<file path="src/common/axi_mem_pkg.sv">
`default_nettype none

package axi_mem_pkg;

   // AXI4 command field widths
   localparam int LEN_W  = 8;
   localparam int SIZE_W = 3;

   // burst type encoding (the fourth code is reserved and treated as illegal)
   typedef enum logic [1:0] {
      FIXED = 2'b00,
      INCR  = 2'b01,
      WRAP  = 2'b10
   } burst_e;

   // response encoding, only the two codes this slave returns
   typedef enum logic [1:0] {
      OKAY   = 2'b00,
      SLVERR = 2'b10
   } resp_e;

endpackage

`default_nettype wire

</file>
<file path="src/common/burst_cmd_if.sv">
`timescale 1ns/10ps
`default_nettype none

interface burst_cmd_if #(
   parameter int AXI_AW = 32,
   parameter int AXI_IW = 4
);

   logic                           valid;
   logic                           ready;
   logic [AXI_IW-1:0]              id;
   logic [AXI_AW-1:0]              addr;
   logic [axi_mem_pkg::LEN_W-1:0]  len;
   axi_mem_pkg::burst_e            burst;
   // burst is answered with SLVERR and touches no memory
   logic                           err;

   modport src (output valid, id, addr, len, burst, err, input ready);
   modport dst (input valid, id, addr, len, burst, err, output ready);

endinterface

`default_nettype wire

</file>
<file path="src/read/rd_addr_phase.sv">
`timescale 1ns/10ps
`default_nettype none

module rd_addr_phase #(
   parameter int AXI_DW = 32,
   parameter int AXI_AW = 32,
   parameter int AXI_IW = 4
) (
   input  logic                               axi_clk_i,
   input  logic                               rst_i,
   input  logic [AXI_IW-1:0]                  arid_i,
   input  logic [AXI_AW-1:0]                  araddr_i,
   input  logic [axi_mem_pkg::LEN_W-1:0]      arlen_i,
   input  logic [axi_mem_pkg::SIZE_W-1:0]     arsize_i,
   input  logic [1:0]                         arburst_i,
   input  logic                               arvalid_i,
   output logic                               arready_o,
   burst_cmd_if.src                           cmd_o
);

   localparam int SIZE_FULL = $clog2(AXI_DW / 8);

   logic arready_q;
   logic bad_burst;
   logic bad_size;

   // WRAP, reserved and narrow bursts get SLVERR
   assign bad_burst = (arburst_i != axi_mem_pkg::FIXED) && (arburst_i != axi_mem_pkg::INCR);
   assign bad_size  = arsize_i != SIZE_FULL[axi_mem_pkg::SIZE_W-1:0];

   always_ff @(posedge axi_clk_i) begin
      if (rst_i) begin
         arready_q   <= 1'b0;
         cmd_o.valid <= 1'b0;
      end else if (arvalid_i && arready_q) begin
         arready_q   <= 1'b0;
         cmd_o.valid <= 1'b1;
      end else if (cmd_o.valid && cmd_o.ready) begin
         arready_q   <= 1'b1;
         cmd_o.valid <= 1'b0;
      end else if (!cmd_o.valid) begin
         arready_q <= 1'b1;
      end
   end

   always_ff @(posedge axi_clk_i) begin
      if (arvalid_i && arready_q) begin
         cmd_o.id    <= arid_i;
         cmd_o.addr  <= araddr_i;
         cmd_o.len   <= arlen_i;
         cmd_o.burst <= axi_mem_pkg::burst_e'(arburst_i);
         cmd_o.err   <= bad_burst || bad_size;
      end
   end

   assign arready_o = arready_q;

endmodule

`default_nettype wire

</file>
<file path="src/flat_wrapper.sv">
// flat-port wrapper written by rule: the top's interface ports become plain ports
module rd_addr_phase_flat 
#(
   parameter int AXI_DW = 32,
   parameter int AXI_AW = 32,
   parameter int AXI_IW = 4
)
  (axi_clk_i, rst_i, arid_i, araddr_i, arlen_i, arsize_i, arburst_i, arvalid_i, arready_o, cmd_o_valid, cmd_o_id, cmd_o_addr, cmd_o_len, cmd_o_burst, cmd_o_err, cmd_o_ready);
  burst_cmd_if #(.AXI_AW(AXI_AW), .AXI_IW(AXI_IW)) cmd_o_i ();
  input  logic axi_clk_i;
  input  logic rst_i;
  input  logic [AXI_IW-1:0] arid_i;
  input  logic [AXI_AW-1:0] araddr_i;
  input  logic [axi_mem_pkg::LEN_W-1:0] arlen_i;
  input  logic [axi_mem_pkg::SIZE_W-1:0] arsize_i;
  input  logic [1:0] arburst_i;
  input  logic arvalid_i;
  output logic arready_o;
  output wire logic [$bits(cmd_o_i.valid)-1:0] cmd_o_valid;
  output wire logic [$bits(cmd_o_i.id)-1:0] cmd_o_id;
  output wire logic [$bits(cmd_o_i.addr)-1:0] cmd_o_addr;
  output wire logic [$bits(cmd_o_i.len)-1:0] cmd_o_len;
  output wire logic [$bits(cmd_o_i.burst)-1:0] cmd_o_burst;
  output wire logic [$bits(cmd_o_i.err)-1:0] cmd_o_err;
  input wire logic [$bits(cmd_o_i.ready)-1:0] cmd_o_ready;
  assign cmd_o_valid = cmd_o_i.valid;
  assign cmd_o_id = cmd_o_i.id;
  assign cmd_o_addr = cmd_o_i.addr;
  assign cmd_o_len = cmd_o_i.len;
  assign cmd_o_burst = cmd_o_i.burst;
  assign cmd_o_err = cmd_o_i.err;
  assign cmd_o_i.ready = cmd_o_ready;
  rd_addr_phase #(.AXI_DW(AXI_DW), .AXI_AW(AXI_AW), .AXI_IW(AXI_IW)) u_core (.axi_clk_i(axi_clk_i), .rst_i(rst_i), .arid_i(arid_i), .araddr_i(araddr_i), .arlen_i(arlen_i), .arsize_i(arsize_i), .arburst_i(arburst_i), .arvalid_i(arvalid_i), .arready_o(arready_o), .cmd_o(cmd_o_i));
endmodule
</file>
<file path="config.mk">
export PLATFORM = sky130hd
export DESIGN_NAME = rd_addr_phase_flat
export DESIGN_NICKNAME = d
export VERILOG_FILES = /design/src/common/axi_mem_pkg.sv /design/src/common/burst_cmd_if.sv /design/src/read/rd_addr_phase.sv /design/src/flat_wrapper.sv
export SDC_FILE = /design/constraint.sdc
export NUM_CORES = 1
export LEC_CHECK = 0
export BUFFER_PORTS_ARGS = -buffer_cell sky130_fd_sc_hd__buf_2
export CAP_MARGIN = 25
export CORE_ASPECT_RATIO = 0.8
export CORE_UTILIZATION = 40
export DETAILED_ROUTE_END_ITERATION = 10
export GPL_ROUTABILITY_DRIVEN = 0
export GPL_TIMING_DRIVEN = 0
export PLACE_DENSITY = 0.75
export SYNTH_ARGS = -nofsm -noshare
export SYNTH_HDL_FRONTEND = slang
export SYNTH_SLANG_ARGS = --single-unit
</file>
<file path="constraint.sdc">
create_clock -name axi_clk_i -period 2.4 [get_ports axi_clk_i]
set_clock_uncertainty 0.1 [all_clocks]
set_input_delay 0.48 -clock axi_clk_i [delete_from_list [all_inputs] [get_ports axi_clk_i]]
set_output_delay 0.48 -clock axi_clk_i [all_outputs]
set_load 0.01 [all_outputs]
</file>
* Yosys cells after proc, flatten, opt, wreduce, memory -nomap -nowiden
Cells that the tools add are included.
Storage, ports and cells: bits in registers 49, latch bits 0, memory bits (writable) 0, ROM bits 0, input bits 53, logic and storage cells 21, memories 0
Cells by class: $add $sub $neg 0, multipliers 0, divide/modulo/power cells 0, magnitude comparators 0, equal/unequal tests 3, shift-type cells 0, multiplexer cells 4, bitwise logic cells 0, reduce and logical (&&, ||, !) cells 7
Operators by type and width (number):
- $mux 1 | 4
- $reduce_bool 2->1 | 2
- $logic_and 1x1->1 | 3
- $ne 3x2->1 const B | 1
- $ne 2x1->1 const B | 1
- $ne 2x2->1 const B | 1
- $reduce_or 2->1 | 1
- $logic_or 1x1->1 | 1

* Longest topological paths before layout
word-level depth 3, mapped depth 3

* Worst setup path before layout
No wires, ideal clock.
kind input-to-reg, start input port arvalid_i, end register u_core.cmd_o.addr[0] (enable), setup time 402 ps, data arrival time 1482 ps, path slack 416 ps, cell stages on the path 2, buffers on the path 0, cells stage by stage nand2_1 inv_1
On the way: longest elaborated chain between the ends 1
RTL lines:
- from (decl) | RTL line flat_wrapper.sv:17 | input logic arvalid_i;
- $logic_and 1x1->1 | RTL line rd_addr_phase.sv:47 | if (arvalid_i && arready_q) begin
- to (signal assigned) | RTL line rd_addr_phase.sv:49 | cmd_o.addr <= araddr_i;
- to (decl) | RTL line burst_cmd_if.sv:18 | modport src (output valid, id, addr, len, burst, err, input ready);
No other way between the ends. A chain may end at the register's enable or synchronous reset.

* Worst setup path in the final report
start register u_core.arready_q (netlist: u_core.arready_o), end register u_core.cmd_o.addr[17] (enable)
On the way: longest elaborated chain between the ends 1
RTL lines:
- from (decl) | RTL line rd_addr_phase.sv:23 | logic arready_q;
- from (signal assigned) | RTL line rd_addr_phase.sv:33 | arready_q <= 1'b0;
- from (signal assigned) | RTL line rd_addr_phase.sv:36 | arready_q <= 1'b0;
- from (signal assigned) | RTL line rd_addr_phase.sv:39 | arready_q <= 1'b1;
- $logic_and 1x1->1 | RTL line rd_addr_phase.sv:47
No other way between the ends.

==> impl_metrics.yaml <==
power_and_ir_drop:
  power-per-cell-area_nw_per_um2: 764
  static-leakage-power_nw: 0.919
  vdd_ir_drop_max_mv: 0.616
critical_path:
  worst_reg2reg_path_depth: 2
  worstPathRequired_ps: 2220
  cp.arrival_ps: 1440
  end_kind: "flip-flop"
  path_class: "flip-flop to flip-flop"
  critPathMaxFanout: 48
  timing.critical_path.from_type: "flip-flop"
timing:
  clock.fmax_mhz: 617
  timing.final.crit_period_ps: 1620
  slew-limit-headroom: 0.379
  slew_violations: 0
  rsz_0062_raised_after_global_routing: "no"
  report.final.hold_viol_count: 0
  final.setup.tns_ps: 0
  fin_crit_share: 0.675
  worst-slew-pin-transition_ps: 930
  setup_viol: 0
cts:
  max-clock-path-buffers: 2
  clock_sinks: 49
  worst_setup_hold_path_clk_slew_ps: 80
  clk_root_buffer_cell: "clkbuf_8"
  cts_tree: "built"
  htreeDepth: 2
  cts.hold.buffers_added: 0
  cts_setup_buffers: 0
  clock_insertion_delay_worst_skew_ps: 280
  cts_buffers: 5
  post_cts_sizing: 0
flow_run:
  max_capacitance_violation_total: 0
grt:
  antenna_violations_before_repair: 0
  global_route_wire_length_before_repair_um: 3970
  grt_util_all_layers: 0.136
  globalRoute.totalOverflow: 0
  maximum_number_of_pins_on_one_net_before_global_route_repair: 49
  via_count_of_the_first_global_routing_pass: 939
worst_hold_path:
  worstHoldPathCells: 1
  hold_wc_path_type: "primary input to flip-flop"
final_layout:
  layout.cells.non_filler: 207
  fill_cells: 267
  final_core_utilization: 0.617
  post_synthesis_to_final_layout_area_growth_pct: 44.5
  fraction_of_layout_cells_with_a_size_suffix_above_1: 0.655
  design.final.nets: 217
  post-route-cell-area_um2: 2160
  antennaDiodeCount: 0
  area_of_the_multi_input_gates_um2: 37.5
  sequential_standard_cell_area_um2: 1450
synth:
  synth_commonest_cells: "edfxtp_1, dfxtp_1"
  synthDistinctLibCells: 9
  synth-main-ff-cell: "edfxtp_1"
  yosys.area.top_type_share: 0.946
  mappedNetlistArea_um2: 1490
  synth_fp_nets: 109
  synth.largest_area_cell: "edfxtp_1"
  synth_area_leaders: "edfxtp_1, dfxtp_1, or4b_1"
  synth-seq-area-share: 0.972
  ys_async_sr_fraction: 0
  yosys_reg_bits: 49
  synthesized_instance_count: 56
  synthesis.yosys.warnings: 0
  synth-edff-count: 47
  yosys.cell_count.top_type: "edfxtp_1"
  postSynthAreaPerCell_um2: 26.7
routing:
  drt-vias-per-instance: 4.50
  drt_first_iter_violations: 37
  drc_errors: 0
  totalWireLength_um: 2570
  dr_total_vias: 932
  drtAntennaViolNets: 0
  wl_per_cell_um: 12.4
  detailedRoute.firstPassIterationCount: 4
place:
  port_buffers: 101
  post-place-cells: 199
  dpl-instance-area_um2: 2050
floorplan:
  core_region_area_um2: 3490
  start_util: 0.427
  fp-row-count: 19
  die-area_um2: 3980
  die_width_um: 70.3
  io-pin-count: 102
  die_h_um: 56.6
outcome:
  run_status: "finished, final reports clean"
cells by family after synthesis:
logic type      after synthesis  synth area share
flops                        49             0.972
buf+inv                       1           0.00251
compound gates                1           0.00335
simple gates                  5            0.0218
final timing paths:
kind	slack, ps	startpoint	end
min reg2reg	400	u_core.cmd_o.valid	u_core.cmd_o.valid
max reg2reg	780	u_core.arready_o	u_core.cmd_o.addr[17]
min	260	araddr_i[27]	u_core.cmd_o.addr[27]
max	780	u_core.arready_o	u_core.cmd_o.addr[17]
area by class of cell:
class                      count  area share
inverter                       1     0.00174
timing repair buffer         101       0.234
multi-input combinational      6      0.0174
clock buffer                   6      0.0336
clock inverter                 2      0.0157
sequential                    49       0.673
tap                           42      0.0244
metrics by stage:
stage | setup WS [ps] | hold WS [ps] | total power [W]
detailed placement | 562 | 390 | 0.00112
floorplan | 416 | 395 | 0.00105
global route | 664 | 238 | 0.00171
CTS | 759 | 249 | 0.00167
finish | 780 | 257 | 0.00165
global placement | 93.7 | 358 | 0.00112
layer usage:
metal / wire [um] / vias to the layer above / part of all wire / GRT usage
met3: 416 / 7 / 0.16 / 0.0772
li1: - / 437 / - / -
met4: 50 / 0 / 0.019 / 0.0771
met1: 881 / 413 / 0.34 / 0.128
met5: 0 / - / 0 / 0
met2: 1220 / 75 / 0.47 / 0.231
worst max-delay path: stages, from the launching register on:
cell and delay, ps:
dfxtp_1 360, nand2_1 90, inv_2 680
report_power, final:
group | switching (W) | total (W) | internal (W)
registers | 0.00000864 | 0.000990 | 0.000981
logic | 0.0000574 | 0.000110 | 0.0000529
clock network | 0.000242 | 0.000549 | 0.000307
placed cells by master, fill, tap and decap left out, drive strengths merged:
cell type    n
clkbuf       6
inv          1
clkinv       1
or4b         1
bufinv       1
nand2        1
buf        101
nor3         1
nand2b       1
dfxtp        2
edfxtp      47
a21oi        1
nor3b        1
sequential cells by signal, summed over array words and instances (netlist names):
name                cells
u_core.cmd_o.err        1
u_core.cmd_o.burst      2
u_core.cmd_o.len        8
u_core.cmd_o.id         4
u_core.arready_o        1
u_core.cmd_o.valid      1
u_core.cmd_o.addr      32
No activity file was read; power rests on OpenSTA's default activity.
