$ cat config.mk
export PLATFORM = sky130hd
export DESIGN_NAME = wr_addr_phase_flat
export DESIGN_NICKNAME = d
export VERILOG_FILES = /design/src/common/axi_mem_pkg.sv /design/src/common/burst_cmd_if.sv /design/src/write/wr_addr_phase.sv /design/src/flat_wrapper.sv
export SDC_FILE = /design/constraint.sdc
export NUM_CORES = 1
export LEC_CHECK = 0
export BUFFER_PORTS_ARGS = -buffer_cell sky130_fd_sc_hd__buf_2
export CORE_ASPECT_RATIO = 1.75
export CORE_MARGIN = 8
export CORE_UTILIZATION = 36
export CTS_CLUSTER_SIZE = 20
export DETAILED_ROUTE_END_ITERATION = 8
export PLACE_DENSITY = 0.84
export SYNTH_ARGS = -nofsm -noshare
export SYNTH_HDL_FRONTEND = slang
export SYNTH_SLANG_ARGS = --single-unit
export TNS_END_PERCENT = 50
$ cat constraint.sdc
create_clock -name axi_clk_i -period 1.85 [get_ports axi_clk_i]
set_clock_uncertainty 0.1 [all_clocks]
set_input_delay 0.2775 -clock axi_clk_i [delete_from_list [all_inputs] [get_ports axi_clk_i]]
set_output_delay 0.2775 -clock axi_clk_i [all_outputs]
set_load 0.02 [all_outputs]
$ cat src/common/axi_mem_pkg.sv
`default_nettype none

package axi_mem_pkg;

   // AXI4 command field widths
   localparam int LEN_W  = 8;
   localparam int SIZE_W = 3;

   // burst type encoding (the fourth code is reserved and treated as illegal)
   typedef enum logic [1:0] {
      FIXED = 2'b00,
      INCR  = 2'b01,
      WRAP  = 2'b10
   } burst_e;

   // response encoding, only the two codes this slave returns
   typedef enum logic [1:0] {
      OKAY   = 2'b00,
      SLVERR = 2'b10
   } resp_e;

endpackage

`default_nettype wire

$ cat src/common/burst_cmd_if.sv
`timescale 1ns/10ps
`default_nettype none

interface burst_cmd_if #(
   parameter int AXI_AW = 32,
   parameter int AXI_IW = 4
);

   logic                           valid;
   logic                           ready;
   logic [AXI_IW-1:0]              id;
   logic [AXI_AW-1:0]              addr;
   logic [axi_mem_pkg::LEN_W-1:0]  len;
   axi_mem_pkg::burst_e            burst;
   // burst is answered with SLVERR and touches no memory
   logic                           err;

   modport src (output valid, id, addr, len, burst, err, input ready);
   modport dst (input valid, id, addr, len, burst, err, output ready);

endinterface

`default_nettype wire

$ cat src/write/wr_addr_phase.sv
`timescale 1ns/10ps
`default_nettype none

module wr_addr_phase #(
   parameter int AXI_DW = 32,
   parameter int AXI_AW = 32,
   parameter int AXI_IW = 4
) (
   input  logic                               axi_clk_i,
   input  logic                               rst_i,
   input  logic [AXI_IW-1:0]                  awid_i,
   input  logic [AXI_AW-1:0]                  awaddr_i,
   input  logic [axi_mem_pkg::LEN_W-1:0]      awlen_i,
   input  logic [axi_mem_pkg::SIZE_W-1:0]     awsize_i,
   input  logic [1:0]                         awburst_i,
   input  logic                               awvalid_i,
   output logic                               awready_o,
   burst_cmd_if.src                           cmd_o
);

   localparam int SIZE_FULL = $clog2(AXI_DW / 8);

   logic awready_q;
   logic bad_burst;
   logic bad_size;

   // only full width FIXED and INCR bursts are served
   assign bad_burst = (awburst_i != axi_mem_pkg::FIXED) && (awburst_i != axi_mem_pkg::INCR);
   assign bad_size  = awsize_i != SIZE_FULL[axi_mem_pkg::SIZE_W-1:0];

   always_ff @(posedge axi_clk_i) begin
      if (rst_i) begin
         awready_q   <= 1'b0;
         cmd_o.valid <= 1'b0;
      end else if (awvalid_i && awready_q) begin
         awready_q   <= 1'b0;
         cmd_o.valid <= 1'b1;
      end else if (cmd_o.valid && cmd_o.ready) begin
         awready_q   <= 1'b1;
         cmd_o.valid <= 1'b0;
      end else if (!cmd_o.valid) begin
         awready_q <= 1'b1;
      end
   end

   always_ff @(posedge axi_clk_i) begin
      if (awvalid_i && awready_q) begin
         cmd_o.id    <= awid_i;
         cmd_o.addr  <= awaddr_i;
         cmd_o.len   <= awlen_i;
         cmd_o.burst <= axi_mem_pkg::burst_e'(awburst_i);
         cmd_o.err   <= bad_burst || bad_size;
      end
   end

   assign awready_o = awready_q;

endmodule

`default_nettype wire

$ cat src/flat_wrapper.sv
// flat-port wrapper written by rule: the top's interface ports become plain ports
module wr_addr_phase_flat 
#(
   parameter int AXI_DW = 32,
   parameter int AXI_AW = 32,
   parameter int AXI_IW = 4
)
  (axi_clk_i, rst_i, awid_i, awaddr_i, awlen_i, awsize_i, awburst_i, awvalid_i, awready_o, cmd_o_valid, cmd_o_id, cmd_o_addr, cmd_o_len, cmd_o_burst, cmd_o_err, cmd_o_ready);
  burst_cmd_if #(.AXI_AW(AXI_AW), .AXI_IW(AXI_IW)) cmd_o_i ();
  input  logic axi_clk_i;
  input  logic rst_i;
  input  logic [AXI_IW-1:0] awid_i;
  input  logic [AXI_AW-1:0] awaddr_i;
  input  logic [axi_mem_pkg::LEN_W-1:0] awlen_i;
  input  logic [axi_mem_pkg::SIZE_W-1:0] awsize_i;
  input  logic [1:0] awburst_i;
  input  logic awvalid_i;
  output logic awready_o;
  output wire logic [$bits(cmd_o_i.valid)-1:0] cmd_o_valid;
  output wire logic [$bits(cmd_o_i.id)-1:0] cmd_o_id;
  output wire logic [$bits(cmd_o_i.addr)-1:0] cmd_o_addr;
  output wire logic [$bits(cmd_o_i.len)-1:0] cmd_o_len;
  output wire logic [$bits(cmd_o_i.burst)-1:0] cmd_o_burst;
  output wire logic [$bits(cmd_o_i.err)-1:0] cmd_o_err;
  input wire logic [$bits(cmd_o_i.ready)-1:0] cmd_o_ready;
  assign cmd_o_valid = cmd_o_i.valid;
  assign cmd_o_id = cmd_o_i.id;
  assign cmd_o_addr = cmd_o_i.addr;
  assign cmd_o_len = cmd_o_i.len;
  assign cmd_o_burst = cmd_o_i.burst;
  assign cmd_o_err = cmd_o_i.err;
  assign cmd_o_i.ready = cmd_o_ready;
  wr_addr_phase #(.AXI_DW(AXI_DW), .AXI_AW(AXI_AW), .AXI_IW(AXI_IW)) u_core (.axi_clk_i(axi_clk_i), .rst_i(rst_i), .awid_i(awid_i), .awaddr_i(awaddr_i), .awlen_i(awlen_i), .awsize_i(awsize_i), .awburst_i(awburst_i), .awvalid_i(awvalid_i), .awready_o(awready_o), .cmd_o(cmd_o_i));
endmodule
== Yosys cells after proc, flatten, opt, wreduce, memory -nomap -nowiden ==
Index checks and enable logic that the tools add are counted.

* Word-level logic and storage cells: 21
* Input bits: 53
* Flip-flop bits (word level): 49
* Output and inout port bits: 49

* Reductions and logical operators: 7
* Eq/ne operators: 3
* Multiplexer cells: 4

{| class="wikitable"
|+ Operators by type and width
! kind !! count
|-
| 1-bit 2-to-1 mux || 4
|-
| 2-bit nonzero test || 2
|-
| 1-bit logical AND || 3
|-
| 3-bit by 2-bit inequality test with 1-bit output (second input constant) || 1
|-
| 2-bit by 1-bit inequality test with 1-bit output (second input constant) || 1
|-
| 2-bit inequality test (second input constant) || 1
|-
| 2-bit OR reduction || 1
|-
| 1-bit logical OR || 1
|}

== Longest topological paths before layout ==
* Word-level depth: 3
* Depth in mapped cells: 3
* Depth with buffers taken out: 3

== Worst setup path after synthesis ==
OpenSTA, ideal clock, no wires.

* Path kind: register to register
* From: register u_core.awready_q (netlist: u_core.awready_o)
* To: register u_core.cmd_o.addr[0], enable pin
* Cell stages (with the launch flop): 3
* Data arrival time: 1.488 ns
* Data required time: 1.348 ns
* Setup time: 0.402 ns
* Clock period less this slack: 1.990 ns
* Setup slack: -0.140 ns
* Cell sequence: dfxtp_1 -> nand2_1 -> inv_1

* Cells in the longest elaborated chain, start to end: 1

{| class="wikitable"
|+ RTL lines
! item !! line !! source
|-
| start: declaration || wr_addr_phase.sv:23 || <nowiki>logic awready_q;</nowiki>
|-
| start signal: assignment || wr_addr_phase.sv:33 || <nowiki>awready_q <= 1'b0;</nowiki>
|-
| start signal: assignment || wr_addr_phase.sv:36 || <nowiki>awready_q <= 1'b0;</nowiki>
|-
| start signal: assignment || wr_addr_phase.sv:39 || <nowiki>awready_q <= 1'b1;</nowiki>
|-
| 1-bit logical AND || wr_addr_phase.sv:47 || <nowiki>if (awvalid_i && awready_q) begin</nowiki>
|-
| end signal: assignment || wr_addr_phase.sv:49 || <nowiki>cmd_o.addr <= awaddr_i;</nowiki>
|-
| end: declaration || burst_cmd_if.sv:18 || <nowiki>modport src (output valid, id, addr, len, burst, err, input ready);</nowiki>
|}

No other way between the ends.
A chain may end at the register's enable or synchronous reset.

== Worst setup path in the final report ==
* From: register u_core.awready_q (netlist: u_core.awready_o)
* To: register u_core.cmd_o.addr[12], enable pin

Same word-level chain as after synthesis.

==> impl_results.md <==
- Status: finished, final reports clean
- Fillers: 379
- Critical path arrival: 1360 ps
- Kind of critical path: flop to flop
- Antenna Violating Nets Remaining: 0
- Register area share after synthesis: about 97%
- Row Count: 31
- Count of state elements after synthesis: between 40 and 50
- P_leak: 0.917 nW
- Distinct cells, synth: 9
- Min Tclk post-route: approximately 1400 ps
- Int Power: between 0.0015 and 0.002 W
- Inserted Clock Buffers: 5
- DP HPWL: 3030 um
- Final Max Slew Viols: 0
- Total gr overflow: 0
- First-pass iteration count of the detailed router: 4
- Leading cell types in the layout, fill and taps excluded: buf_2 (101), edfxtp_1 (47), clkbuf_8 (5), clkbuf_1 (3)
- Final Hold Fails: 0
- Share of layout cells above drive strength 1: 65.3%
- Die X: roughly 65 um
- Initial DRC count: 18
- Post-CTS Setup Bufs: 0
- Crit path required time: about 1800 ps
- Nets: ~220
- Clock power share: 28.1%
- Largest stage delay on the critical path: 330 ps
- Pre-CTS WS: 359 ps
- Slack of the critical path: between 400 and 500 ps
- DRC viols: 0
- Max clock buf depth: 2
- CP Buf/Inv Count: 2
- Syn Area/Cell: between 20 and 30 sq um
- Post-CTS Hold Buffers: 0
- Critical path, cell by cell: nand2_1 -> clkinvlp_4 -> buf_12
- Full die area: roughly 6500 sq um
- # diodes: 0
- CP max-delay cell: dfxtp_1
- Switching share of power: a little over a fifth
- Worst-path clk slew: 80 ps
- Global Route Usage Sum: between 10% and 20%
- CP top delay family: buffers and inverters
- Worst VDD drop: 0.529 mV
- Final cycle utilization of the critical path: about three quarters
- Routed WL: approximately 3600 um
- Core area: 4070 sq um
- Cells after Synth: 56
- Buffers on Ports: a little over 100
- Setup TNS Final: 0 ps
- Synthesized area: 1490 sq um
- CTS tree: built
- Clk root buf: clkbuf_8
- Max Clk Rate: 707 MHz
- Resize count post-CTS: 0
- Area Overhead vs Synth: 46.3%
- H-tree levels: 2
- HP Class: input pin to flop
- Power share of the sequential group: between 60% and 70%
- Global-route wire length before repair: 5350 um
- Final setup violation count: 0
- Largest net degree at the start of global routing: 19
- Worst-path maximum fanout: 18
- RSZ-0062 raised after global routing: no
- Logic pwr share: under 10%
- Vias in the first global route: about 1.1k
- Syn Nets: ~110
- Slew @ Worst Pin: roughly 340 ps
- Commonest non-fill, non-tap cell in the layout: buf_2
- Initial Util: between 30% and 40%
- Rel. slew slack: 77.0%
- Synth warn: 0
- Clock Sink Count: between 40 and 50
- Later-pin clock latency in the skew report: 290 ps
- Flop-to-flop setup slack: 440 ps
- Pwr Density: ~940 nW/um^2
- # Max-Cap Violations: 0
- Die Height: 101 um
- Psw: around 0.00044 W
- CP Launch Type: flop
- Vias/cell: approximately 4.3
- Total number of vias: 936
- CP endpoint kind: flop
- WL/cell: approximately 17 um
- Routability-driven placement congestion ratio: 0.681
- Initial antenna violation count: 0
- IO Pins: a little over 100
==> stage by stage <==
stage          util [%]  std cells  instance area (sq um)  hold slack, ps  total power (W)
6_report           53.6        216                   2180            55.2          0.00205
5_1_grt            53.6        216                   2180            37.0          0.00214
4_1_cts            53.6        216                   2180            48.1          0.00208
3_5_place_dp       51.6        208                   2100             356          0.00151
3_3_place_gp       51.6        208                   2100             352          0.00150
2_1_floorplan         -         56                   1500             247          0.00139
==> worst register-to-register path: cells and delay by family (launching register included) <==
kind	cells	cell delay, ps
flip-flops	1	330
buffers and inverters	2	610
AND/OR/NAND/NOR	1	130
==> cells in the mapped netlist <==
cell type,count,area (sq um)
a21oi_1,1,5.00
dfxtp_1,2,40.0
edfxtp_1,47,1410
inv_1,1,3.75
nand2_1,1,3.75
nand2b_1,1,6.26
nor3_1,1,5.00
nor3b_1,1,7.51
or4b_1,1,10.0
==> kinds of logic (layout without fill, tap and decap cells) <==
family,after synthesis,after routing,synth area share (%)
AND/OR/NAND/NOR,5,5,2.18
flip-flops,49,49,97.2
buffers and inverters,1,112,0.251
AO/OA/AOI/OAI,1,1,0.335
==> worst paths after layout <==
| check | cells past startpoint | startpoint | end |
|---|---|---|---|
| setup / recovery | 3 | u_core.awready_o | u_core.cmd_o.addr[12] |
| hold / removal | 1 | awburst_i[0] | u_core.cmd_o.burst[0] |
| setup reg to reg | 3 | u_core.awready_o | u_core.cmd_o.addr[12] |
| hold reg to reg | 2 | u_core.cmd_o.valid | u_core.cmd_o.valid |
==> sequential cells by signal, summed over array words and instances, names as in the netlist <==
name and flops:
u_core.cmd_o.id 4, u_core.cmd_o.addr 32, u_core.awready_o 1, u_core.cmd_o.burst 2, u_core.cmd_o.err 1, u_core.cmd_o.len 8
u_core.cmd_o.valid 1
==> power groups by stage <==
stage | logic, W | registers, W | clock network [W]
after detailed placement | 0.000200 | 0.00131 | 0
after CTS | 0.000199 | 0.00128 | 0.000598
after global routing | 0.000210 | 0.00129 | 0.000640
after floorplan | 0.0000213 | 0.00137 | 0
final | 0.000195 | 0.00128 | 0.000577
after global placement | 0.000191 | 0.00131 | 0
==> routing by layer <==
metal,GRT usage (%),up-vias,wire (um),share of wire [%]
li1,-,439,-,-
met1,8.91,423,1090,30
met2,20.1,65,2020,56
met3,6.20,9,419,12
met4,4.39,0,87,2.4
met5,0,-,0,0
==> final cells by class <==
cell class              count  area [sq um]  share of cell area, %
well taps                  49          61.3                   2.81
clock buffers               8          80.1                   3.67
inverters                   1          7.51                  0.344
repair buffers            103           546                   25.0
multi-input cells           6          37.5                   1.72
flip-flops and latches     49          1450                   66.5
Note: power is estimated with default switching activity, not from simulation.
