$ cat src/common/axi_mem_pkg.sv
`default_nettype none

package axi_mem_pkg;

   // AXI4 command field widths
   localparam int LEN_W  = 8;
   localparam int SIZE_W = 3;

   // burst type encoding (the fourth code is reserved and treated as illegal)
   typedef enum logic [1:0] {
      FIXED = 2'b00,
      INCR  = 2'b01,
      WRAP  = 2'b10
   } burst_e;

   // response encoding, only the two codes this slave returns
   typedef enum logic [1:0] {
      OKAY   = 2'b00,
      SLVERR = 2'b10
   } resp_e;

endpackage

`default_nettype wire

$ cat src/common/burst_cmd_if.sv
`timescale 1ns/10ps
`default_nettype none

interface burst_cmd_if #(
   parameter int AXI_AW = 32,
   parameter int AXI_IW = 4
);

   logic                           valid;
   logic                           ready;
   logic [AXI_IW-1:0]              id;
   logic [AXI_AW-1:0]              addr;
   logic [axi_mem_pkg::LEN_W-1:0]  len;
   axi_mem_pkg::burst_e            burst;
   // burst is answered with SLVERR and touches no memory
   logic                           err;

   modport src (output valid, id, addr, len, burst, err, input ready);
   modport dst (input valid, id, addr, len, burst, err, output ready);

endinterface

`default_nettype wire

$ cat src/common/mem_port_if.sv
`timescale 1ns/10ps
`default_nettype none

interface mem_port_if #(
   parameter int AXI_DW    = 32,
   parameter int MEM_DEPTH = 1024
);

   localparam int IDX_W  = $clog2(MEM_DEPTH);
   localparam int STRB_W = AXI_DW / 8;

   logic              en;
   logic              we;
   logic [IDX_W-1:0]  idx;
   logic [AXI_DW-1:0] wdata;
   logic [STRB_W-1:0] strb;
   // valid the cycle after a read is issued
   logic [AXI_DW-1:0] rdata;

   modport master (output en, we, idx, wdata, strb, input rdata);
   modport slave (input en, we, idx, wdata, strb, output rdata);

endinterface

`default_nettype wire

$ cat src/read/rd_data_phase.sv
`timescale 1ns/10ps
`default_nettype none

module rd_data_phase #(
   parameter int AXI_DW    = 32,
   parameter int AXI_AW    = 32,
   parameter int AXI_IW    = 4,
   parameter int MEM_DEPTH = 1024
) (
   input  logic                  axi_clk_i,
   input  logic                  rst_i,
   input  logic                  rready_i,
   output logic [AXI_IW-1:0]     rid_o,
   output logic [AXI_DW-1:0]     rdata_o,
   output logic [1:0]            rresp_o,
   output logic                  rlast_o,
   output logic                  rvalid_o,
   burst_cmd_if.dst              cmd_i,
   mem_port_if.master            mem_o
);

   localparam int OFFS_W = $clog2(AXI_DW / 8);
   localparam int IDX_W  = $clog2(MEM_DEPTH);

   logic                          cmd_ready_q;
   logic                          run_q;
   logic                          rvalid_q;
   logic                          rlast_q;
   logic [axi_mem_pkg::LEN_W-1:0] cnt_q;
   logic                          cmd_take;
   logic                          issue;
   logic [AXI_AW-1:0]             word_addr;
   logic [AXI_IW-1:0]             id_q;
   logic [axi_mem_pkg::LEN_W-1:0] len_q;
   axi_mem_pkg::burst_e           burst_q;
   logic                          err_q;
   logic [IDX_W-1:0]              idx_q;

   assign cmd_take  = cmd_i.valid && cmd_ready_q;
   assign word_addr = cmd_i.addr >> OFFS_W;
   // next read goes out when the held beat is empty or leaving
   assign issue     = run_q && (!rvalid_q || rready_i);

   always_ff @(posedge axi_clk_i) begin
      if (rst_i) begin
         cmd_ready_q <= 1'b0;
         run_q       <= 1'b0;
         rvalid_q    <= 1'b0;
         rlast_q     <= 1'b0;
         cnt_q       <= '0;
      end else if (cmd_take) begin
         cmd_ready_q <= 1'b0;
         run_q       <= 1'b1;
         cnt_q       <= '0;
      end else if (issue) begin
         rvalid_q <= 1'b1;
         rlast_q  <= (cnt_q == len_q);
         cnt_q    <= cnt_q + 1'b1;
         if (cnt_q == len_q) begin
            run_q <= 1'b0;
         end
      end else if (rvalid_q && rready_i) begin
         // nothing left to issue, so this was the rlast beat
         rvalid_q    <= 1'b0;
         cmd_ready_q <= 1'b1;
      end else if (!run_q && !rvalid_q) begin
         cmd_ready_q <= 1'b1;
      end
   end

   always_ff @(posedge axi_clk_i) begin
      if (cmd_take) begin
         id_q    <= cmd_i.id;
         len_q   <= cmd_i.len;
         burst_q <= cmd_i.burst;
         err_q   <= cmd_i.err;
         idx_q   <= IDX_W'(word_addr % MEM_DEPTH);
      end else if (issue && (burst_q == axi_mem_pkg::INCR)) begin
         idx_q <= (idx_q == IDX_W'(MEM_DEPTH - 1)) ? '0 : idx_q + 1'b1;
      end
   end

   assign mem_o.en    = issue && !err_q;
   assign mem_o.we    = 1'b0;
   assign mem_o.idx   = idx_q;
   assign mem_o.wdata = '0;
   assign mem_o.strb  = '0;

   // array output register holds the beat until rready
   assign rdata_o     = err_q ? '0 : mem_o.rdata;
   assign rresp_o     = err_q ? axi_mem_pkg::SLVERR : axi_mem_pkg::OKAY;
   assign rid_o       = id_q;
   assign rlast_o     = rlast_q;
   assign rvalid_o    = rvalid_q;
   assign cmd_i.ready = cmd_ready_q;

endmodule

`default_nettype wire

$ cat src/flat_wrapper.sv
// flat-port wrapper written by rule: the top's interface ports become plain ports
module rd_data_phase_flat 
#(
   parameter int AXI_DW    = 32,
   parameter int AXI_AW    = 32,
   parameter int AXI_IW    = 4,
   parameter int MEM_DEPTH = 1024
)
  (axi_clk_i, rst_i, rready_i, rid_o, rdata_o, rresp_o, rlast_o, rvalid_o, cmd_i_valid, cmd_i_id, cmd_i_addr, cmd_i_len, cmd_i_burst, cmd_i_err, cmd_i_ready, mem_o_en, mem_o_we, mem_o_idx, mem_o_wdata, mem_o_strb, mem_o_rdata);
  burst_cmd_if #(.AXI_AW(AXI_AW), .AXI_IW(AXI_IW)) cmd_i_i ();
  mem_port_if #(.AXI_DW(AXI_DW), .MEM_DEPTH(MEM_DEPTH)) mem_o_i ();
  input  logic axi_clk_i;
  input  logic rst_i;
  input  logic rready_i;
  output logic [AXI_IW-1:0] rid_o;
  output logic [AXI_DW-1:0] rdata_o;
  output logic [1:0] rresp_o;
  output logic rlast_o;
  output logic rvalid_o;
  input wire logic [$bits(cmd_i_i.valid)-1:0] cmd_i_valid;
  input wire logic [$bits(cmd_i_i.id)-1:0] cmd_i_id;
  input wire logic [$bits(cmd_i_i.addr)-1:0] cmd_i_addr;
  input wire logic [$bits(cmd_i_i.len)-1:0] cmd_i_len;
  input wire logic [$bits(cmd_i_i.burst)-1:0] cmd_i_burst;
  input wire logic [$bits(cmd_i_i.err)-1:0] cmd_i_err;
  output wire logic [$bits(cmd_i_i.ready)-1:0] cmd_i_ready;
  output wire logic [$bits(mem_o_i.en)-1:0] mem_o_en;
  output wire logic [$bits(mem_o_i.we)-1:0] mem_o_we;
  output wire logic [$bits(mem_o_i.idx)-1:0] mem_o_idx;
  output wire logic [$bits(mem_o_i.wdata)-1:0] mem_o_wdata;
  output wire logic [$bits(mem_o_i.strb)-1:0] mem_o_strb;
  input wire logic [$bits(mem_o_i.rdata)-1:0] mem_o_rdata;
  assign cmd_i_i.valid = cmd_i_valid;
  assign cmd_i_i.id = cmd_i_id;
  assign cmd_i_i.addr = cmd_i_addr;
  assign cmd_i_i.len = cmd_i_len;
  assign cmd_i_i.burst = cmd_i_burst;
  assign cmd_i_i.err = cmd_i_err;
  assign cmd_i_ready = cmd_i_i.ready;
  assign mem_o_en = mem_o_i.en;
  assign mem_o_we = mem_o_i.we;
  assign mem_o_idx = mem_o_i.idx;
  assign mem_o_wdata = mem_o_i.wdata;
  assign mem_o_strb = mem_o_i.strb;
  assign mem_o_i.rdata = mem_o_rdata;
  rd_data_phase #(.AXI_DW(AXI_DW), .AXI_AW(AXI_AW), .AXI_IW(AXI_IW), .MEM_DEPTH(MEM_DEPTH)) u_core (.axi_clk_i(axi_clk_i), .rst_i(rst_i), .rready_i(rready_i), .rid_o(rid_o), .rdata_o(rdata_o), .rresp_o(rresp_o), .rlast_o(rlast_o), .rvalid_o(rvalid_o), .cmd_i(cmd_i_i), .mem_o(mem_o_i));
endmodule
$ cat config.mk
export PLATFORM = sky130hd
export DESIGN_NAME = rd_data_phase_flat
export DESIGN_NICKNAME = d
export VERILOG_FILES = /design/src/common/axi_mem_pkg.sv /design/src/common/burst_cmd_if.sv /design/src/common/mem_port_if.sv /design/src/read/rd_data_phase.sv /design/src/flat_wrapper.sv
export SDC_FILE = /design/constraint.sdc
export NUM_CORES = 1
export LEC_CHECK = 0
export ABC_AREA = 1
export BUFFER_PORTS_ARGS = -buffer_cell sky130_fd_sc_hd__buf_2
export CAP_MARGIN = 10
export CORE_MARGIN = 2
export CORE_UTILIZATION = 40
export CTS_CLUSTER_DIAMETER = 80
export DETAILED_ROUTE_END_ITERATION = 10
export PLACE_DENSITY = 0.88
export SLEW_MARGIN = 30
export SYNTH_ARGS = -nofsm -noshare
export SYNTH_HDL_FRONTEND = slang
export SYNTH_SLANG_ARGS = --single-unit
$ cat constraint.sdc
create_clock -name axi_clk_i -period 1.9 [get_ports axi_clk_i]
set_input_delay 0.19 -clock axi_clk_i [delete_from_list [all_inputs] [get_ports axi_clk_i]]
set_output_delay 0.19 -clock axi_clk_i [all_outputs]
set_load 0.005 [all_outputs]
# Word level (Yosys, flattened, before mapping)
# Cells that the tools add are included.
[op_classes] magnitude_cmp=0 addsub=2 n_mux=12 mul=0 div=0 reduce_logical=20 bitwise=2 n_shift=0 eq_ne=3
[op_table] operator="two-way mux 32 bit" n=1
[op_table] operator="two-way mux 10 bit" n=3
[op_table] operator="adder 10 x 1 -> 10 bit (second input constant)" n=1
[op_table] operator="== test 10 bit (second input constant)" n=1
[op_table] operator="nonzero test 2 bit" n=5
[op_table] operator="adder 8 x 1 -> 8 bit (second input constant)" n=1
[op_table] operator="== test 8 bit" n=1
[op_table] operator="AND reduction 2 bit" n=4
[op_table] operator="two-way mux 1 bit" n=7
[op_table] operator="logical AND 1 bit" n=6
[op_table] operator="logical NOT 1 bit" n=3
[op_table] operator="== test 2 x 1 -> 1 bit (second input constant)" n=1
[op_table] operator="two-way mux 2 bit" n=1
[op_table] operator="inverter 1 bit" n=2
[op_table] operator="OR reduction 2 bit" n=1
[op_table] operator="logical OR 1 bit" n=1
[totals] word_cells=49 register_bits=37 inputBits=83 romBits=0 n_memories=0 mem_bits_rw=0 latch_bits=0

# Depth between registers and ports, before layout
# Gate-level depths: netlist of run 1.
[logic_depth] depth_word=6 mapped_depth=8 depth_no_buf=8

# Worst setup path after synthesis of run 1
# Ideal clock, no wire load.
[synth_path] path_kind="register -> register" from="register u_core.rvalid_q, in the netlist u_core.rvalid_o" to="register u_core.idx_q[0], in the netlist u_core.mem_o.idx[0], enable pin" setup_ns=0.393 arrival_ns=1.390 path_slack_ns=0.117 synth_period_minus_slack_ns=1.783 path_buffers=0 path_stages_with_launch=4 cell_sequence="dfxtp_1 > nand2_2 > nand2_4 > o31ai_1"
[synth_via] elab_chain_cells=5
[synth_lines] element="start: declaration" line="rd_data_phase.sv:27" rtl="logic rvalid_q;"
[synth_lines] element="start signal: assignment" line="rd_data_phase.sv:48" rtl="rvalid_q <= 1'b0;"
[synth_lines] element="start signal: assignment" line="rd_data_phase.sv:56" rtl="rvalid_q <= 1'b1;"
[synth_lines] element="start signal: assignment" line="rd_data_phase.sv:64" rtl="rvalid_q <= 1'b0;"
[synth_lines] element="logical NOT 1 bit" line="rd_data_phase.sv:42" rtl="assign issue = run_q && (!rvalid_q || rready_i);"
[synth_lines] element="logical OR 1 bit" line="rd_data_phase.sv:42"
[synth_lines] element="logical AND 1 bit" line="rd_data_phase.sv:42"
[synth_lines] element="logical AND 1 bit" line="rd_data_phase.sv:78" rtl="end else if (issue && (burst_q == axi_mem_pkg::INCR)) begin"
[synth_lines] element="nonzero test 2 bit (no line)"
[synth_lines] element="end signal: assignment" line="rd_data_phase.sv:77" rtl="idx_q <= IDX_W'(word_addr % MEM_DEPTH);"
[synth_lines] element="end signal: assignment" line="rd_data_phase.sv:79" rtl="idx_q <= (idx_q == IDX_W'(MEM_DEPTH - 1)) ? '0 : idx_q + 1'b1;"
[synth_lines] element="end: declaration" line="rd_data_phase.sv:37" rtl="logic [IDX_W-1:0] idx_q;"
# Every way passes these cells.
# A chain may end at the register's enable or synchronous reset.

# Worst setup path after layout of run 1
[layout_path] from="register u_core.idx_q[0], in the netlist u_core.mem_o.idx[0]" to="register u_core.idx_q[9], in the netlist u_core.mem_o.idx[9] (data pin)"
[layout_via] elab_chain_cells=4
[layout_lines] element="adder 10 x 1 -> 10 bit / == test 10 bit (equally long branches)" line="rd_data_phase.sv:79"
[layout_lines] element="two-way mux 10 bit *" line="rd_data_phase.sv:79"
[layout_lines] element="two-way mux 10 bit *" line="rd_data_phase.sv:78"
[layout_lines] element="two-way mux 10 bit *" line="rd_data_phase.sv:72" rtl="if (cmd_take) begin"
# Mark *: on every way between the ends. The rest lies on a longest branch, timed or not. The select of a mux whose other input is x is not followed.

==> impl_metrics.csv, run 1 <==
group,metric,value,unit
min_path,hold_path_depth,1,
pwr,power_density,620.7,mW/mm²
grt,grt_first_pass_wirelength,8.066,mm
synthesis,synth_ff_type,"edfxtp_1",
pwr,p_leak,1.583,nW
sta,fmax,0.6539,GHz
drt,drc_errors,0,
grt,grt_overflow,0,
layout,syn_to_final_growth,25.27,%
place,numPortBuffers,111,
layout,nets,493,
critical_path,critPathCaptureType,"register",
floorplanning,rows,27,
layout,antennaDiodeCount,0,
layout,final_common_cell,"buf_2",
pwr,ir_drop,529.8,µV
sta,fin_worst_skew,0.007865,ns
synthesis,synth.avg_cell_area,7.987,µm²
synthesis,seq_area_frac_synth,0.4249,
cts,cts_setup_buffers,0,
sta,hold_violations,0,
sta,setup_viol,0,
floorplanning,num_io_pins,172,
sta,min_period,1.529,ns
critical_path,reg2reg_slack,0.37,ns
sta,tns,0,ns
grt,grt_usage,0.1616,
critical_path,required,1.95,ns
sta,finalMaxSlewViolations,0,
cts,ctsResizeCount,0,
cts,clockBufferDepth,2,
pwr,p_total,0.001813,W
drt,drt-initial-drc-count,30,
critical_path,arrival,1.58,ns
synthesis,synth_warnings,0,
cts,clkLatencyLatePin,0.30,ns
place,placed_cell_area,0.002835,mm²
drt,routed_via_density,4.264,
critical_path,path_max_fanout,5,
layout,post-route-util,0.5241,
layout,most-common-layout-cells,"buf_2 (111), inv_1 (55), nand2_1 (49), nor2_1 (44), conb_1 (38)",
grt,antenna_found_initial,0,
critical_path,timing.rr.end,"u_core.mem_o.idx[9]",
critical_path,critPathLaunchType,"register",
min_path,hp-class,"in -> reg",
floorplanning,initial_core_util,0.4184,
synthesis,syn_inst,292,
place,routabilityCongestion,0.8107,
critical_path,r2r-start,"u_core.mem_o.idx[0]",
layout,design_area,0.002922,mm²
min_path,worstHoldEndpoint,"u_core.err_q",
synthesis,synth_edf_count,25,
min_path,hold_start,"cmd_i_err",
sta,rsz0062_at_grt,"no",
cts,tritoncts,"done",
floorplanning,fp.dieH,80.36,µm
drt,detail_route.wl_per_cell,11.07,µm
floorplanning,dieArea,0.006458,mm²
synthesis,synthDistinctLibCells,29,
job,maxCapViolations,0,
synthesis,syn-cell-area,0.002332,mm²
floorplanning,die_x,80.36,µm
drt,ant_nets,0,
drt,firstDrtPassIters,4,
synthesis,yosysTopAreaCell,"edfxtp_1",
critical_path,path_class,"reg -> reg",
synthesis,ys_top_cells_by_area,"edfxtp_1 (32%), buf_4 (13%), dfxtp_1 (10%), inv_1 (8.9%), nand2_1 (7.9%)",
grt,grt_max_degree,21,
synthesis,synth_top_area_share,0.3219,
place,hpwlAfterDp,4.369,mm
sta,period_share,0.8049,
drt,vias,2051,
cts,holdBufCountCts,0,
sta,layout_setup_ws,0.3708,ns
place,dp_slack,0.3981,ns
cts,clk_pin_slew_worst_paths,0.08,ns
grt,grt_pass1_vias,1821,
cts,cts.sinks,37,
critical_path,reg2regPathDepth,6,
floorplanning,fp.coreArea,0.005574,mm²
synthesis,synth_seq_cells,37,
cts,cts_max_level,2,
layout,drive_gt1_frac,0.3619,
drt,wl,5.327,mm
synthesis,synth_async_sr_flop_share,0,
cts,cts_buffers,5,
cts,clockRootBuffer,"clkbuf_8",
run_status,outcome,"finished clean",
-- per-stage QoR --
| step | instances | hold WS [ns] |
|---|---|---|
| global placement | 473 | 0.3665 |
| detailed placement | 473 | 0.3681 |
| finish | 481 | 0.06675 |
| floorplan | 329 | 0.2591 |
| CTS | 481 | 0.05678 |
| global route | 481 | 0.05609 |
-- worst max-delay path: stages (launching register included) --
cell and delay, ns:
edfxtp_1 0.43, ha_1 0.23, nand2_1 0.13, nor2_4 0.18, nand3_2 0.12, nand2_4 0.13, o21ai_2 0.07
-- cells by family after synthesis --
group                    Yosys count  synth area share
other                              1          0.001608
AND/OR/NAND/NOR                  118            0.2414
flip-flops                        37            0.4249
AO/OA/AOI/OAI                     27           0.07028
adder cells (fa/ha/maj)            2           0.01073
XOR/XNOR                           6           0.02253
buffers and inverters            101            0.2285
-- routing by layer --
metal  part of all wire  global-route usage
met1               0.41              0.1847
met5                  0                   0
met3              0.082             0.03708
met2               0.49              0.2892
met4              0.015             0.06441
-- cells in the mapped netlist, drive strengths merged, types with 4 or more instances --
cell type,instances
a21oi,10
dfxtp,12
buf,43
xor2,4
nand2,55
inv,57
edfxtp,25
nor2,49
nand3,11
o21ai,13
-- worst max-delay path by stage --
stage	startpoint	cells after the start	to
after floorplan	u_core.rvalid_o	3	u_core.mem_o.idx[0]
after global placement	u_core.mem_o.idx[0]	6	u_core.mem_o.idx[7]
after detailed placement	u_core.mem_o.idx[0]	6	u_core.mem_o.idx[9]
after CTS	u_core.mem_o.idx[0]	6	u_core.mem_o.idx[9]
after global routing	u_core.mem_o.idx[0]	6	u_core.mem_o.idx[5]
final	u_core.mem_o.idx[0]	6	u_core.mem_o.idx[9]
-- layout make-up --
cell class,instances,area (µm²)
tap,72,90.09
clock buffer,5,68.82
multi-input combinational,191,947.2
clock inverter,3,17.52
inverter,57,214.0
sequential,37,991.0
timing repair buffer,116,593.1
fill,547,2653
-- state kept, by name, indices dropped and copies added, names as in the netlist --
register and count:
u_core.burst_q 2, u_core.cmd_i.ready 1, u_core.cnt_q 8, u_core.err_q 1, u_core.len_q 8, u_core.mem_o.idx 10, u_core.rid_o 4, u_core.rlast_o 1
u_core.run_q 1, u_core.rvalid_o 1
-- report_power, final --
| part | switching (W) | internal [W] |
|---|---|---|
| sequential | 0.0000330 | 0.000912 |
| clock | 0.000285 | 0.000253 |
| combinational | 0.000185 | 0.000146 |
| total | 0.000503 | 0.00131 |
Power figures use the tool's default switching activity.
==> run 2, diff against run 1 <==
clock period = 1.55 ns   (was 1.9 ns; I/O delays follow)
==> impl_metrics.csv, run 2 (synthesis gave the netlist of run 1 again) <==
group,metric,value,unit
layout,seqCellArea,991.0,µm²
drt,detail_route.wl_per_cell,10.50,µm
floorplanning,rows,27,
cts,cts_buffers,5,
sta,hold_violations,0,
cts,cts.sinks,37,
sta,whs,0.03940,ns
layout,most-common-layout-cells,"buf_2 (111), inv_1 (55), nand2_1 (48), nor2_1 (44), conb_1 (38)",
floorplanning,num_io_pins,172,
cts,clk_pin_slew_worst_paths,0.07,ns
layout,final_common_cell,"buf_2",
layout,multi_input_area,957.2,µm²
drt,wl,5.072,mm
grt,grtUsageMet2,0.2667,
critical_path,critPathLaunchType,"register",
drt,drc_errors,0,
job,maxCapViolations,0,
cts,clockRootBuffer,"clkbuf_8",
pwr,ir_drop,678.8,µV
sta,min_period,1.468,ns
sta,fmax,0.6810,GHz
drt,firstDrtPassIters,4,
floorplanning,fp.coreArea,0.005574,mm²
sta,fin_worst_skew,0.007441,ns
sta,finalMaxSlewViolations,0,
cts,clkLatencyLatePin,0.29,ns
place,hpwlAfterDp,4.039,mm
grt,grt_first_pass_wirelength,7.893,mm
layout,finalNonFillerCells,483,
layout,antennaDiodeCount,0,
critical_path,path_class,"reg -> reg",
critical_path,critPathCaptureType,"register",
place,routabilityCongestion,0.7609,
drt,drt-initial-drc-count,36,
critical_path,path_max_fanout,5,
pwr,p_leak,1.599,nW
critical_path,r2r-start,"u_core.mem_o.idx[1]",
grt,top_usage_layer,"met2",
critical_path,timing.rr.end,"u_core.mem_o.idx[7]",
min_path,hold_start,"cmd_i_burst[1]",
grt,grt_max_degree,35,
critical_path,required,1.60,ns
layout,final.fill_count,531,
layout,nets,495,
critical_path,arrival,1.51,ns
pwr,power_density,761.2,mW/mm²
floorplanning,fp.dieH,80.36,µm
grt,antenna_found_initial,0,
min_path,hp-class,"in -> reg",
floorplanning,die_x,80.36,µm
cts,tritoncts,"done",
layout,syn_to_final_growth,27.04,%
place,dp.cells,473,
drt,routed_via_density,4.267,
layout,largest_reg_flops,10,
sta,setup_viol,0,
run_status,outcome,"finished clean",
critical_path,reg2reg_slack,0.08,ns
drt,vias,2061,
critical_path,reg2regPathDepth,6,
grt,use_met1,0.1884,
grt,grt_usage,0.1528,
min_path,worstHoldEndpoint,"u_core.burst_q[1]",
drt,ant_nets,0,
grt,grt_overflow,0,
grt,grt_use_met3,0.02247,
floorplanning,initial_core_util,0.4184,
floorplanning,dieArea,0.006458,mm²
cts,cts_max_level,2,
place,numPortBuffers,111,
cts,clockBufferDepth,2,
min_path,hold_path_depth,1,
grt,grt_pass1_vias,1886,
layout,drive_gt1_frac,0.3674,
sta,period_share,0.9474,
-- run 2: changes by cell type in the layout (fill, tap and decap cells not counted), sizes merged --
cell,before,now
clkbuf,5,8
buf,116,118
clkinv,2,0
clkinvlp,1,0
-- run 2: how the worst max path moves through the flow --
stage | startpoint | to | slack, ns | cells past startpoint
detailed placement | u_core.mem_o.idx[1] | u_core.mem_o.idx[7] | 0.03 | 6
floorplan | u_core.rvalid_o | u_core.mem_o.idx[0] | 0.08 | 3
finish | u_core.mem_o.idx[1] | u_core.mem_o.idx[7] | 0.08 | 6
global route | u_core.mem_o.idx[1] | u_core.mem_o.idx[9] | -0.0003 | 6
global placement | u_core.mem_o.idx[1] | u_core.mem_o.idx[9] | 0.15 | 6
CTS | u_core.mem_o.idx[1] | u_core.mem_o.idx[7] | 0.01 | 6
-- run 2: repair_timing --
action,in CTS,in global routing
endpoints found under the setup margin,0,6
setup buffers,0,2
hold buffers,0,0
gates resized for setup,0,2
-- run 2: area by class of cell --
| class | instances | area share |
|---|---|---|
| sequential | 37 | 0.3345 |
| multi-input combinational | 191 | 0.3231 |
| timing repair buffer | 118 | 0.2095 |
| inverter | 57 | 0.07221 |
| clock buffer | 8 | 0.03041 |
| tap | 72 | 0.03041 |
-- run 2: metal layers --
metal,wire [µm],up-vias,part of all wire
li1,-,1051,-
met4,97,0,0.019
met3,387,9,0.076
met1,2097,894,0.41
met5,0,-,0
met2,2490,107,0.49
-- run 2: metrics by stage --
step	area [µm²]	worst slack [ns]	total power, W	util	setup TNS (ns)
floorplan	2476	0.07608	0.001464	-	0
global placement	2853	0.1488	0.001577	0.5118	0
detailed placement	2853	0.03363	0.001592	0.5118	0
CTS	2943	0.01321	0.002266	0.5279	0
global route	2963	-0.0003263	0.002361	0.5315	-0.0003263
finish	2963	0.08153	0.002255	0.5315	0
-- run 2: critical path, cell delays in order (launching register included) --
cell,delay [ns]
edfxtp_1,0.40
ha_2,0.23
nand2_2,0.09
nor2_4,0.14
nand3_2,0.13
nand2_4,0.15
o21ai_2,0.08
-- run 2: power breakdown --
| group | internal (W) | total, W | leakage [nW] | switching (W) |
|---|---|---|---|---|
| Clock | 0.000362 | 0.000677 | 0.0455 | 0.000314 |
| Combinational | 0.000188 | 0.000419 | 1.22 | 0.000232 |
| Sequential | 0.00112 | 0.00116 | 0.330 | 0.0000410 |
| Total | 0.00167 | 0.00226 | 1.60 | 0.000587 |
==> run 3, diff against run 2 <==
CELL_PAD_IN_SITES_DETAIL_PLACEMENT = 2   (was not set)
CELL_PAD_IN_SITES_GLOBAL_PLACEMENT = 2   (was not set)
CORE_UTILIZATION = 20   (was 40)
PLACE_DENSITY = 0.87   (was 0.88)
==> impl_metrics.csv, run 3 (synthesis gave the netlist of run 1 again) <==
group,metric,value,unit
run_status,outcome,"finished clean",
layout,antennaDiodeCount,0,
cts,clkLatencyLatePin,0.28,ns
grt,grt_overflow,0,
cts,clockBufferDepth,2,
drt,routed_via_density,3.917,
min_path,hp-class,"in -> reg",
critical_path,critPathCaptureType,"register",
drt,wl,7.225,mm
layout,largest_reg_flops,10,
cts,tritoncts,"done",
place,numPortBuffers,111,
sta,hold_violations,0,
sta,fin_worst_skew,0.006609,ns
place,hpwlAfterDp,5.718,mm
grt,antenna_found_initial,0,
cts,cts_max_level,2,
cts,cts_buffers,5,
place,dp.cells,544,
grt,grt_first_pass_wirelength,11.43,mm
layout,final_common_cell,"buf_2",
critical_path,path_max_fanout,5,
place,dp_slack,-0.008369,ns
critical_path,path_class,"reg -> reg",
grt,grt_usage,0.1133,
cts,clk_pin_slew_worst_paths,0.06,ns
pwr,p_leak,1.630,nW
layout,most-common-layout-cells,"buf_2 (111), inv_1 (55), nand2_1 (48), nor2_1 (44), conb_1 (38)",
drt,vias,2174,
job,maxCapViolations,0,
floorplanning,fp.dieH,112.0,µm
critical_path,cp_slowest_stage_delay,0.37,ns
layout,finalNonFillerCells,555,
critical_path,critPathLaunchType,"register",
drt,drt-initial-drc-count,43,
sta,setup_viol,0,
drt,drc_errors,0,
pwr,power_density,841.1,mW/mm²
sta,tns,0,ns
pwr,ir_drop,510.3,µV
cts,clockRootBuffer,"clkbuf_16",
cts,holdBufCountCts,0,
critical_path,path_buf_inv,0,
sta,finalMaxSlewViolations,0,
critical_path,cp_cell_sequence,"ha_2, nand2_2, nor2_4, nand3_2, nand2_4, o21ai_2",
layout,drive_gt1_frac,0.3689,
critical_path,required,1.58,ns
critical_path,arrival,1.51,ns
critical_path,cpMaxStageDelayCell,"edfxtp_1",
sta,min_period,1.477,ns
sta,fmax,0.6770,GHz
place,routabilityCongestion,0.7638,
floorplanning,fp.coreArea,0.01142,mm²
grt,grt_max_degree,25,
cts,cts.sinks,37,
drt,ant_nets,0,
layout,syn_to_final_growth,33.58,%
drt,detail_route.wl_per_cell,13.02,µm
layout,nets,496,
floorplanning,dieArea,0.01254,mm²
floorplanning,die_x,112.0,µm
sta,period_share,0.9529,
floorplanning,num_io_pins,172,
floorplanning,rows,39,
pwr,p_total,0.002620,W
drt,firstDrtPassIters,6,
sta,layout_setup_ws,0.07300,ns
critical_path,crit_family,"simple AND/OR/NAND/NOR gates",
grt,grt_pass1_vias,2325,
floorplanning,initial_core_util,0.2043,
## run 3: cell count changes in the layout (fill, tap and decap cells not counted)
cell and delta:
clkbuf_16 +5, clkbuf_8 -5, buf_4 +1
## run 3: path summary, 6_finish.rpt
path	from	end	slack, ns	depth (start not counted)
max	u_core.mem_o.idx[1]	u_core.mem_o.idx[7]	0.07	6
min	cmd_i_burst[1]	u_core.burst_q[1]	0.05	1
max reg2reg	u_core.mem_o.idx[1]	u_core.mem_o.idx[7]	0.07	6
min reg2reg	u_core.rlast_o	u_core.rlast_o	0.51	2
## run 3: per-layer routing
| metal | routed length (µm) | up-vias | GRT usage | share of wire |
|---|---|---|---|---|
| met5 | 0 | - | 0 | 0 |
| met4 | 86 | 0 | 0.03333 | 0.012 |
| met3 | 590 | 8 | 0.03103 | 0.082 |
| met2 | 3987 | 94 | 0.2275 | 0.55 |
| met1 | 2561 | 1023 | 0.1118 | 0.35 |
| li1 | - | 1049 | - | - |
## run 3: through the flow
step	util	area (µm²)	hold slack (ns)
2_1_floorplan	-	2476	0.2241
3_3_place_gp	0.2576	2942	0.3314
3_5_place_dp	0.2576	2942	0.3350
4_1_cts	0.2718	3103	0.04113
5_1_grt	0.2728	3115	0.03595
6_report	0.2728	3115	0.04814
## run 3: where the power goes
group	leakage, nW	internal, W	total (W)	switching, W
clock	0.0712	0.000641	0.00102	0.000377
sequential	0.330	0.00112	0.00116	0.0000418
combinational	1.23	0.000189	0.000441	0.000252
total	1.63	0.00195	0.00262	0.000671
## run 3: area by class of cell
type	count	area (µm²)
Timing Repair Buffer	119	628.1
Multi-Input combinational cell	191	957.2
Inverter	57	214.0
Clock buffer	8	146.4
Fill cell	1356	8303
Sequential cell	37	991.0
Tap cell	143	178.9
## run 3: repair_timing
item                                    CTS  global route
pin swaps                                 1             2
endpoints found under the hold margin     0             0
endpoints found under the setup margin    5             7
setup buffers                             2             1
gates resized for setup                   0             2
cloned                                    0             0
